--- src/source/spi_cmd_pkg.sv ---
package spi_cmd_pkg;

  // A command word is {op, addr, data}, sent most significant bit first.
  localparam int unsigned ADDR_BITS = 3;
  localparam int unsigned DATA_BITS = 8;
  localparam int unsigned CMD_BITS  = 1 + ADDR_BITS + DATA_BITS;

  localparam int unsigned CMD_OP_BIT = CMD_BITS - 1;  // Set for a write, clear for a read.
  localparam int unsigned ADDR_LSB   = DATA_BITS;

  // Bits per chip-select window.
  localparam int unsigned WRITE_BITS     = CMD_BITS;
  localparam int unsigned READ_ADDR_BITS = 1 + ADDR_BITS;  // Operation bit plus address.
  localparam int unsigned READ_DATA_BITS = DATA_BITS;

  // Wide enough to count the bits of the longest window.
  localparam int unsigned BIT_CNT_W = $clog2(WRITE_BITS);

  typedef logic [CMD_BITS-1:0]       cmd_word_t;
  typedef logic [READ_DATA_BITS-1:0] rsp_byte_t;

endpackage

--- src/source/spi_timing_pkg.sv ---
package spi_timing_pkg;

  // Clock cycles per half period of sclk.
  localparam int unsigned DEF_HALF_PERIOD = 4;

  // Cycles that cs_n stays high between the address and data windows of a read.
  localparam int unsigned DEF_TURN_CYCLES = 100;

  localparam int unsigned DEF_CMD_DEPTH = 4;  // Command queue entries.
  localparam int unsigned DEF_RSP_DEPTH = 4;  // Response queue entries.

endpackage

--- src/source/spi_queue.sv ---
module spi_queue #(
  parameter int unsigned DEPTH     = spi_timing_pkg::DEF_CMD_DEPTH,
  parameter type         payload_t = spi_cmd_pkg::cmd_word_t
) (
  input  logic     clk,
  input  logic     rst_n,
  input  logic     push,
  input  payload_t push_data,
  input  logic     pop,
  output payload_t head,
  output logic     not_empty,
  output logic     not_full
);

  localparam int unsigned PTR_W = (DEPTH > 1) ? $clog2(DEPTH) : 1;
  localparam int unsigned CNT_W = $clog2(DEPTH + 1);

  payload_t         mem [DEPTH];
  logic [PTR_W-1:0] wr_ptr;
  logic [PTR_W-1:0] rd_ptr;
  logic [CNT_W-1:0] count;

  // Pointers wrap explicitly so any depth works, not only powers of two.
  function automatic logic [PTR_W-1:0] ptr_inc(input logic [PTR_W-1:0] ptr);
    if (ptr == PTR_W'(DEPTH - 1))
      return '0;
    else
      return ptr + 1'b1;
  endfunction

  always_ff @(posedge clk)
  begin
    if (push)
      mem[wr_ptr] <= push_data;
  end

  always_ff @(posedge clk or negedge rst_n)
  begin
    if (!rst_n)
    begin
      wr_ptr <= '0;
      rd_ptr <= '0;
      count  <= '0;
    end
    else
    begin
      if (push)
        wr_ptr <= ptr_inc(wr_ptr);
      if (pop)
        rd_ptr <= ptr_inc(rd_ptr);
      case ({push, pop})
        2'b10:   count <= count + 1'b1;
        2'b01:   count <= count - 1'b1;
        default: count <= count;     // Both or neither leave the occupancy unchanged.
      endcase
    end
  end

  assign head      = mem[rd_ptr];  // Written data shows here one cycle after the push.
  assign not_empty = (count != '0);
  assign not_full  = (count != CNT_W'(DEPTH));

  // The producer must respect not_full and the consumer not_empty.
  no_push_when_full: assert property (
    @(posedge clk) disable iff (!rst_n)
    push |-> not_full
  ) else $error("spi_queue: push while full");

  no_pop_when_empty: assert property (
    @(posedge clk) disable iff (!rst_n)
    pop |-> not_empty
  ) else $error("spi_queue: pop while empty");

endmodule

--- src/source/spi_frame_engine.sv ---
module spi_frame_engine #(
  parameter int unsigned HALF_PERIOD = spi_timing_pkg::DEF_HALF_PERIOD,
  parameter int unsigned TURN_CYCLES = spi_timing_pkg::DEF_TURN_CYCLES
) (
  input  logic                   clk,
  input  logic                   rst_n,
  input  spi_cmd_pkg::cmd_word_t cmd_head,
  input  logic                   cmd_avail,
  output logic                   cmd_take,
  input  logic                   rsp_space,
  output logic                   rsp_push,
  output spi_cmd_pkg::rsp_byte_t rsp_byte,
  output logic                   sclk,
  output logic                   cs_n,
  output logic                   mosi,
  input  logic                   miso
);

  import spi_cmd_pkg::*;

  // One timer paces both the sclk half periods and the read turnaround.
  localparam int unsigned MAX_CNT = (TURN_CYCLES > HALF_PERIOD) ? TURN_CYCLES : HALF_PERIOD;
  localparam int unsigned CNT_W   = $clog2(MAX_CNT + 1);

  typedef enum logic [2:0] {
    IDLE,
    LOAD,
    SHIFT_OUT,
    TURN,
    SHIFT_IN,
    DONE
  } state_t;

  state_t               state;
  state_t               state_nxt;
  logic [CNT_W-1:0]     tmr;
  logic [BIT_CNT_W-1:0] bit_cnt;
  cmd_word_t            shreg;
  logic                 is_read;
  logic                 can_start;
  logic                 half_done;
  logic                 turn_done;
  logic                 last_bit;
  logic                 sclk_rise;
  logic                 sclk_fall;
  logic                 win_end;

  // A read may only start if its byte is sure to find room in the response queue.
  assign can_start = cmd_avail & (cmd_head[CMD_OP_BIT] | rsp_space);

  assign half_done = (tmr == CNT_W'(HALF_PERIOD - 1));
  assign turn_done = (tmr == CNT_W'(TURN_CYCLES - 1));
  assign sclk_rise = half_done & ~sclk;
  assign sclk_fall = half_done & sclk;
  assign win_end   = sclk_fall & last_bit;  // Falling edge after the window's last bit.

  always_comb
  begin
    if (state == SHIFT_IN)
      last_bit = (bit_cnt == BIT_CNT_W'(READ_DATA_BITS - 1));
    else if (is_read)
      last_bit = (bit_cnt == BIT_CNT_W'(READ_ADDR_BITS - 1));
    else
      last_bit = (bit_cnt == BIT_CNT_W'(WRITE_BITS - 1));
  end

  always_comb
  begin
    state_nxt = state;
    case (state)
      IDLE:
        if (can_start)
          state_nxt = LOAD;
      LOAD:
        state_nxt = SHIFT_OUT;
      SHIFT_OUT:
        if (win_end)
          state_nxt = is_read ? TURN : DONE;
      TURN:
        if (turn_done)
          state_nxt = SHIFT_IN;
      SHIFT_IN:
        if (win_end)
          state_nxt = DONE;
      DONE:
        state_nxt = IDLE;
      default:
        state_nxt = IDLE;
    endcase
  end

  always_ff @(posedge clk or negedge rst_n)
  begin
    if (!rst_n)
    begin
      state   <= IDLE;
      tmr     <= '0;
      bit_cnt <= '0;
      is_read <= 1'b0;
      sclk    <= 1'b0;
      cs_n    <= 1'b1;
      mosi    <= 1'b0;
    end
    else
    begin
      state <= state_nxt;
      case (state)
        LOAD:
        begin
          cs_n    <= 1'b0;                     // Window opens the cycle after the pop.
          mosi    <= cmd_head[CMD_OP_BIT];
          is_read <= ~cmd_head[CMD_OP_BIT];
          bit_cnt <= '0;
          tmr     <= '0;
        end
        SHIFT_OUT, SHIFT_IN:
        begin
          if (half_done)
          begin
            tmr  <= '0;
            sclk <= ~sclk;
          end
          else
          begin
            tmr <= tmr + 1'b1;
          end
          // In mode 0 mosi moves with the falling edge and stays put while sclk is high.
          if (sclk_fall)
          begin
            bit_cnt <= last_bit ? '0 : bit_cnt + 1'b1;
            mosi    <= (state == SHIFT_OUT && !last_bit) ? shreg[CMD_OP_BIT-1] : 1'b0;
            if (last_bit)
              cs_n <= 1'b1;
          end
        end
        TURN:
        begin
          if (turn_done)
          begin
            tmr  <= '0;
            cs_n <= 1'b0;
          end
          else
          begin
            tmr <= tmr + 1'b1;
          end
        end
        default:
        begin
          tmr  <= '0;
          sclk <= 1'b0;
        end
      endcase
    end
  end

  // Outgoing bits leave from the top; incoming bits enter at the bottom.
  always_ff @(posedge clk)
  begin
    if (state == LOAD)
      shreg <= cmd_head;
    else if (state == SHIFT_OUT && sclk_fall)
      shreg <= shreg << 1;
    else if (state == SHIFT_IN && sclk_rise)
      shreg <= {shreg[CMD_BITS-2:0], miso};
  end

  assign cmd_take = (state == LOAD);
  assign rsp_push = (state == DONE) & is_read;  // First cycle with cs_n high again.
  assign rsp_byte = shreg[READ_DATA_BITS-1:0];

  cs_high_in_idle: assert property (
    @(posedge clk) disable iff (!rst_n)
    (state == IDLE) |-> cs_n
  ) else $error("spi_frame_engine: cs_n low while idle");

  sclk_low_outside_window: assert property (
    @(posedge clk) disable iff (!rst_n)
    cs_n |-> !sclk
  ) else $error("spi_frame_engine: sclk high with cs_n high");

  // Room was checked when the read started; the byte lands many cycles later.
  push_only_with_space: assert property (
    @(posedge clk) disable iff (!rst_n)
    rsp_push |-> rsp_space
  ) else $error("spi_frame_engine: response pushed without space");

endmodule

--- src/source/spi_access_top.sv ---
module spi_access_top #(
  parameter int unsigned HALF_PERIOD = spi_timing_pkg::DEF_HALF_PERIOD,
  parameter int unsigned TURN_CYCLES = spi_timing_pkg::DEF_TURN_CYCLES,
  parameter int unsigned CMD_DEPTH   = spi_timing_pkg::DEF_CMD_DEPTH,
  parameter int unsigned RSP_DEPTH   = spi_timing_pkg::DEF_RSP_DEPTH
) (
  input  logic                   clk,
  input  logic                   rst_n,
  input  spi_cmd_pkg::cmd_word_t cmd_in,
  input  logic                   cmd_vld,
  output logic                   cmd_rdy,
  output logic                   rsp_vld,
  output spi_cmd_pkg::rsp_byte_t rsp_data,
  input  logic                   rsp_rd,
  output logic                   sclk,
  output logic                   cs_n,
  output logic                   mosi,
  input  logic                   miso
);

  import spi_cmd_pkg::*;

  cmd_word_t cmd_head;
  logic      cmd_push;
  logic      cmd_avail;
  logic      cmd_take;
  rsp_byte_t rsp_byte;
  logic      rsp_push;
  logic      rsp_space;

  assign cmd_push = cmd_vld & cmd_rdy;  // A held word is taken once room appears.

  spi_queue #(
    .DEPTH     (CMD_DEPTH),
    .payload_t (cmd_word_t)
  ) cmd_queue (
    .clk       (clk),
    .rst_n     (rst_n),
    .push      (cmd_push),
    .push_data (cmd_in),
    .pop       (cmd_take),
    .head      (cmd_head),
    .not_empty (cmd_avail),
    .not_full  (cmd_rdy)
  );

  spi_frame_engine #(
    .HALF_PERIOD (HALF_PERIOD),
    .TURN_CYCLES (TURN_CYCLES)
  ) u_frame_engine (
    .clk       (clk),
    .rst_n     (rst_n),
    .cmd_head  (cmd_head),
    .cmd_avail (cmd_avail),
    .cmd_take  (cmd_take),
    .rsp_space (rsp_space),
    .rsp_push  (rsp_push),
    .rsp_byte  (rsp_byte),
    .sclk      (sclk),
    .cs_n      (cs_n),
    .mosi      (mosi),
    .miso      (miso)
  );

  spi_queue #(
    .DEPTH     (RSP_DEPTH),
    .payload_t (rsp_byte_t)
  ) rsp_queue (
    .clk       (clk),
    .rst_n     (rst_n),
    .push      (rsp_push),
    .push_data (rsp_byte),
    .pop       (rsp_rd),
    .head      (rsp_data),
    .not_empty (rsp_vld),
    .not_full  (rsp_space)
  );

endmodule

--- config.mk ---
export PLATFORM = sky130hd
export DESIGN_NAME = spi_access_top
export DESIGN_NICKNAME = d
export VERILOG_FILES = /design/src/source/spi_cmd_pkg.sv /design/src/source/spi_timing_pkg.sv /design/src/source/spi_queue.sv /design/src/source/spi_frame_engine.sv /design/src/source/spi_access_top.sv
export SDC_FILE = /design/constraint.sdc
export NUM_CORES = 1
export LEC_CHECK = 0
export BUFFER_PORTS_ARGS = -buffer_cell sky130_fd_sc_hd__buf_2
export CORE_UTILIZATION = 50
export DETAILED_ROUTE_END_ITERATION = 10
export PLACE_DENSITY = 0.71
export SLEW_MARGIN = 10
export SYNTH_ARGS = -nofsm -noshare
export SYNTH_HDL_FRONTEND = slang
export SYNTH_HIERARCHICAL = 1
export SYNTH_SLANG_ARGS = --single-unit
export TNS_END_PERCENT = 20
--- constraint.sdc ---
create_clock -name clk -period 2.2 [get_ports clk]
set_clock_uncertainty 0.05 [all_clocks]
set_input_delay 0.22 -clock clk [delete_from_list [all_inputs] [get_ports clk]]
set_output_delay 0.22 -clock clk [all_outputs]
set_load 0.01 [all_outputs]
==> results summary <==
The run finished with clean final reports. The global-route total usage across every layer is 17.2%. The cell leakage power came out at 2.43 nW. Counting both buffers and inverters, the worst setup path holds a total of 2. The async set-or-reset flop fraction in the synthesized netlist came out at 26.0%. The period utilization came out at 95.5%. The vertical die dimension came out at 105 um. The count of flip-flops with a built-in enable after synthesis came out at 91.

The area share of the leading cell type in the synthesized netlist came out at 51.4%. In this run the most critical hold path is launched from cmd_vld. The required time of the critical path came out at 2.58 ns. The maximum vdd ir drop is 0.603 mV. The die width came out at 105 um. The remaining number of nets flagged by the antenna check after routing is 0. The post-route DRC violation count is 0.

The via count of the first global-routing pass is 2899. The number of design-rule violations left by the first detailed-router iteration came out at 132. The H-tree depth came out at 4. The total number of clock tree sinks is 123. The cell type with the largest total area after synthesis is sky130_fd_sc_hd__edfxtp_1. The share of the yosys chip area belonging to registers is 66.5%. The kind of cell with the highest combined delay along the critical path is adder cells. The power per unit of standard cell area came out at 1150 nW/um^2. After detailed routing, the average wire length per cell comes to 16.1 um.

The reported max-cap violation count is 0. On the critical path, the stage with the largest delay is an instance of sky130_fd_sc_hd__dfrtp_1. The number of setup buffers added after CTS is 0.

The worst setup slack for register-to-register paths is 0.1 ns. The transition time at the pin with the least slew margin is 0.732 ns. The endpoint identified for the worst register-to-register timing path is rsp_queue/count[2]. The smallest setup slack after layout came out at 0.0998 ns. The overall routed net length came out at 8.57 mm. STA classifies the critical path startpoint as a flip-flop. The signed area change from the synthesized netlist to the final layout came out at 20.5%. The number of antenna diodes in the final layout is 0. The number of buffer cells added on primary ports came out at 29. The number of non-filler instances in the completed layout came out at 532. The count of final max-slew check failures was 0. The power after layout came out at 0.00737 W. The net count of the finished layout came out at 416. In this run the critical register-to-register path is launched from u_frame_engine/state[1].

The total I/O pin count came out at 30. The total number of placement rows came out at 37. STA classifies the critical path endpoint as a flip-flop. The initial antenna violation count came out at 0. After synthesis, the mean cell area works out to 16.3 um^2. The total grt overflow came out at 0. Cells fill 62.0% of the core in the end. The highest fanout seen on the critical path is 8. The top cell types in the final layout, fill and taps aside, are 91 x sky130_fd_sc_hd__edfxtp_1, 30 x sky130_fd_sc_hd__dfrtp_1, 29 x sky130_fd_sc_hd__buf_2. The accumulated negative setup slack came out at 0 ns. Setup violations remaining at the end of the flow were counted as 0. The end point of the most critical hold path is cmd_queue/wr_ptr[0]. For the finished layout, the period the worst path requires is 2.10 ns. The number of stages on the worst hold path is 3. The tree is rooted in a sky130_fd_sc_hd__clkbuf_8.

The first global-routing pass estimated 14.0 mm of wire. The number of iterations in the first detailed-routing pass is 4. Ranked by total cell area, the synthesized netlist is headed by sky130_fd_sc_hd__edfxtp_1 51%, sky130_fd_sc_hd__dfrtp_1 15%, sky130_fd_sc_hd__mux4_2 6.8%. When the netlist entered floorplanning its net count stood at 358. The count of final hold-check violations is 0.

The clock reaches the later pin of the worst-skew pair after 0.51 ns. The total clock buffers created by CTS is 17. The kind of critical path is flip-flop to flip-flop. In this run the standard cell core region covers 10300 um^2.

The detailed placer's ending HPWL came out at 5.52 mm. The number of standard cells after synthesis is 325. After synthesis the cells add up to 5310 um^2.

The worst-case setup slack after placement came out at 0.0945 ns. The maximum number of pins on one net before global-route repair came out at 33. The die covers 11000 um^2. The initial core utilization is 51.5%. Walking the worst path, the cells encountered are nor2b_1, and3_1, inv_1, ha_1, inv_1, fa_1, xor2_1, nor2_1, xor2_1. The highest clock rate is 476 MHz. The vias per cell is 5.33.

The number of warnings reported in the yosys synthesis log is 6. The number of buffers between clock root and the deepest sink is 2. The total number of vias is 2833. The logic depth of the worst setup path including buffers came out at 9. The synthesized netlist contains 52 unique library cells. The most used flip-flop cell after synthesis is sky130_fd_sc_hd__edfxtp_1. The arrival time at the worst endpoint is 2.48 ns. The maximum cell stage delay along the critical path is 0.46 ns. The CTS clock-pin slew for the worst setup and hold paths came out at 0.06 ns.

The class of the tightest hold or removal check is input port to flip-flop. Leaving out fill and tap cells, the most frequent cell in the layout is sky130_fd_sc_hd__edfxtp_1. The number of synthesized register bits came out at 123. TritonCTS built the clock tree. The relative max-transition margin is 51.2%.

The cell depth of the worst flop-to-flop path came out at 9. The cell count after placement came out at 485. At the end of routability-driven placement, the weighted congestion stood at 0.820.

The fraction of layout cells with a size suffix above 1 came out at 27.3%.
logic make-up (layout without fill, tap and decap cells):
family | after synthesis | count (layout) | share of synthesized area, %
flops | 123 | 123 | 66.5
mux | 36 | 36 | 12.1
xor+xnor | 13 | 13 | 2.14
fa+ha+maj | 16 | 16 | 4.05
simple gates | 70 | 70 | 7.04
buf+inv | 35 | 106 | 3.77
compound gates | 32 | 32 | 4.36
sequential cells by signal, indices dropped and copies added (netlist names), 2 cells and up:
signal	count
cmd_queue/count	3
cmd_queue/mem	48
cmd_queue/rd_ptr	2
cmd_queue/wr_ptr	2
rsp_queue/count	3
rsp_queue/mem	32
rsp_queue/rd_ptr	2
rsp_queue/wr_ptr	2
u_frame_engine/bit_cnt	4
u_frame_engine/shreg	11
u_frame_engine/state	3
u_frame_engine/tmr	7
synthesized netlist by cell type, types with 2 or more instances:
| cell | instances |
|---|---|
| sky130_fd_sc_hd__fa_1 | 2 |
| sky130_fd_sc_hd__mux2_1 | 10 |
| sky130_fd_sc_hd__and3_1 | 4 |
| sky130_fd_sc_hd__inv_1 | 15 |
| sky130_fd_sc_hd__mux2_2 | 4 |
| sky130_fd_sc_hd__o21ai_1 | 6 |
| sky130_fd_sc_hd__buf_2 | 6 |
| sky130_fd_sc_hd__nor2_1 | 18 |
| sky130_fd_sc_hd__ha_1 | 14 |
| sky130_fd_sc_hd__edfxtp_1 | 91 |
| sky130_fd_sc_hd__or3_1 | 4 |
| sky130_fd_sc_hd__buf_4 | 8 |
| sky130_fd_sc_hd__buf_6 | 2 |
| sky130_fd_sc_hd__xor2_1 | 7 |
| sky130_fd_sc_hd__a21oi_1 | 4 |
| sky130_fd_sc_hd__nand2_1 | 14 |
| sky130_fd_sc_hd__nor2b_1 | 4 |
| sky130_fd_sc_hd__mux4_1 | 4 |
| sky130_fd_sc_hd__and2_1 | 11 |
| sky130_fd_sc_hd__dfrtp_1 | 31 |
| sky130_fd_sc_hd__xnor2_1 | 6 |
| sky130_fd_sc_hd__mux2i_1 | 2 |
| sky130_fd_sc_hd__mux4_2 | 16 |
| sky130_fd_sc_hd__clkbuf_1 | 2 |
| sky130_fd_sc_hd__nand3_1 | 5 |
| sky130_fd_sc_hd__o21ai_0 | 5 |
| sky130_fd_sc_hd__nand2b_1 | 4 |
| sky130_fd_sc_hd__a22o_1 | 2 |
worst min-delay path, stage by stage:
cell and delay, ns:
sky130_fd_sc_hd__buf_2 0.07, sky130_fd_sc_hd__and2_2 0.18, sky130_fd_sc_hd__o21ai_0 0.09
report_power, final:
| part | switching, W | leakage (nW) | internal (W) |
|---|---|---|---|
| Sequential | 0.000288 | 1.22 | 0.00291 |
| Combinational | 0.000660 | 0.919 | 0.000678 |
| Clock | 0.000991 | 0.294 | 0.00184 |
layer usage:
layer | part of all wire, % | vias to the layer above | GRT usage, % | routed length [um]
met1 | 44 | 1427 | 21.4 | 3780
met4 | 1.4 | 0 | 8.45 | 122
met2 | 51 | 61 | 28.3 | 4350
li1 | - | 1335 | - | -
met3 | 3.6 | 10 | 3.99 | 312
met5 | 0 | - | 0 | 0
area by class of cell:
| cell class | count | area [um^2] |
|---|---|---|
| clock buffers | 18 | 418 |
| repair buffers | 59 | 420 |
| fillers | 752 | 3920 |
| well taps | 136 | 170 |
| clock inverters | 14 | 193 |
| flip-flops and latches | 123 | 3540 |
| inverters | 15 | 56.3 |
| multi-input cells | 167 | 1610 |
through the flow:
step           area (um^2)  hold slack (ns)
2_1_floorplan         5320           -0.126
3_3_place_gp          5620            0.265
3_5_place_dp          5620            0.277
4_1_cts               6380           0.0887
5_1_grt               6400           0.0466
6_report              6400           0.0496
how the worst max path moves through the flow:
| stage | slack, ns | start | end |
|---|---|---|---|
| after floorplan | -0.13 | u_frame_engine/state[2] | cmd_queue/count[2] |
| after global placement | 0.13 | u_frame_engine/tmr[0] | u_frame_engine/shreg[8] |
| after detailed placement | 0.09 | u_frame_engine/tmr[0] | u_frame_engine/shreg[6] |
| after CTS | 0.05 | u_frame_engine/tmr[0] | u_frame_engine/shreg[0] |
| after global routing | -0.001 | u_frame_engine/tmr[0] | u_frame_engine/shreg[0] |
| final | 0.1 | u_frame_engine/state[1] | rsp_queue/count[2] |
what timing repair did:
item | CTS | global route
resized for setup | 1 | 7
hold buffers | 15 | 0
hold endpoints to repair | 82 | 0
cloned | 0 | 0
pin swaps | 0 | 0
setup endpoints to repair | 8 | 13
No activity file was read; power rests on OpenSTA's default activity.
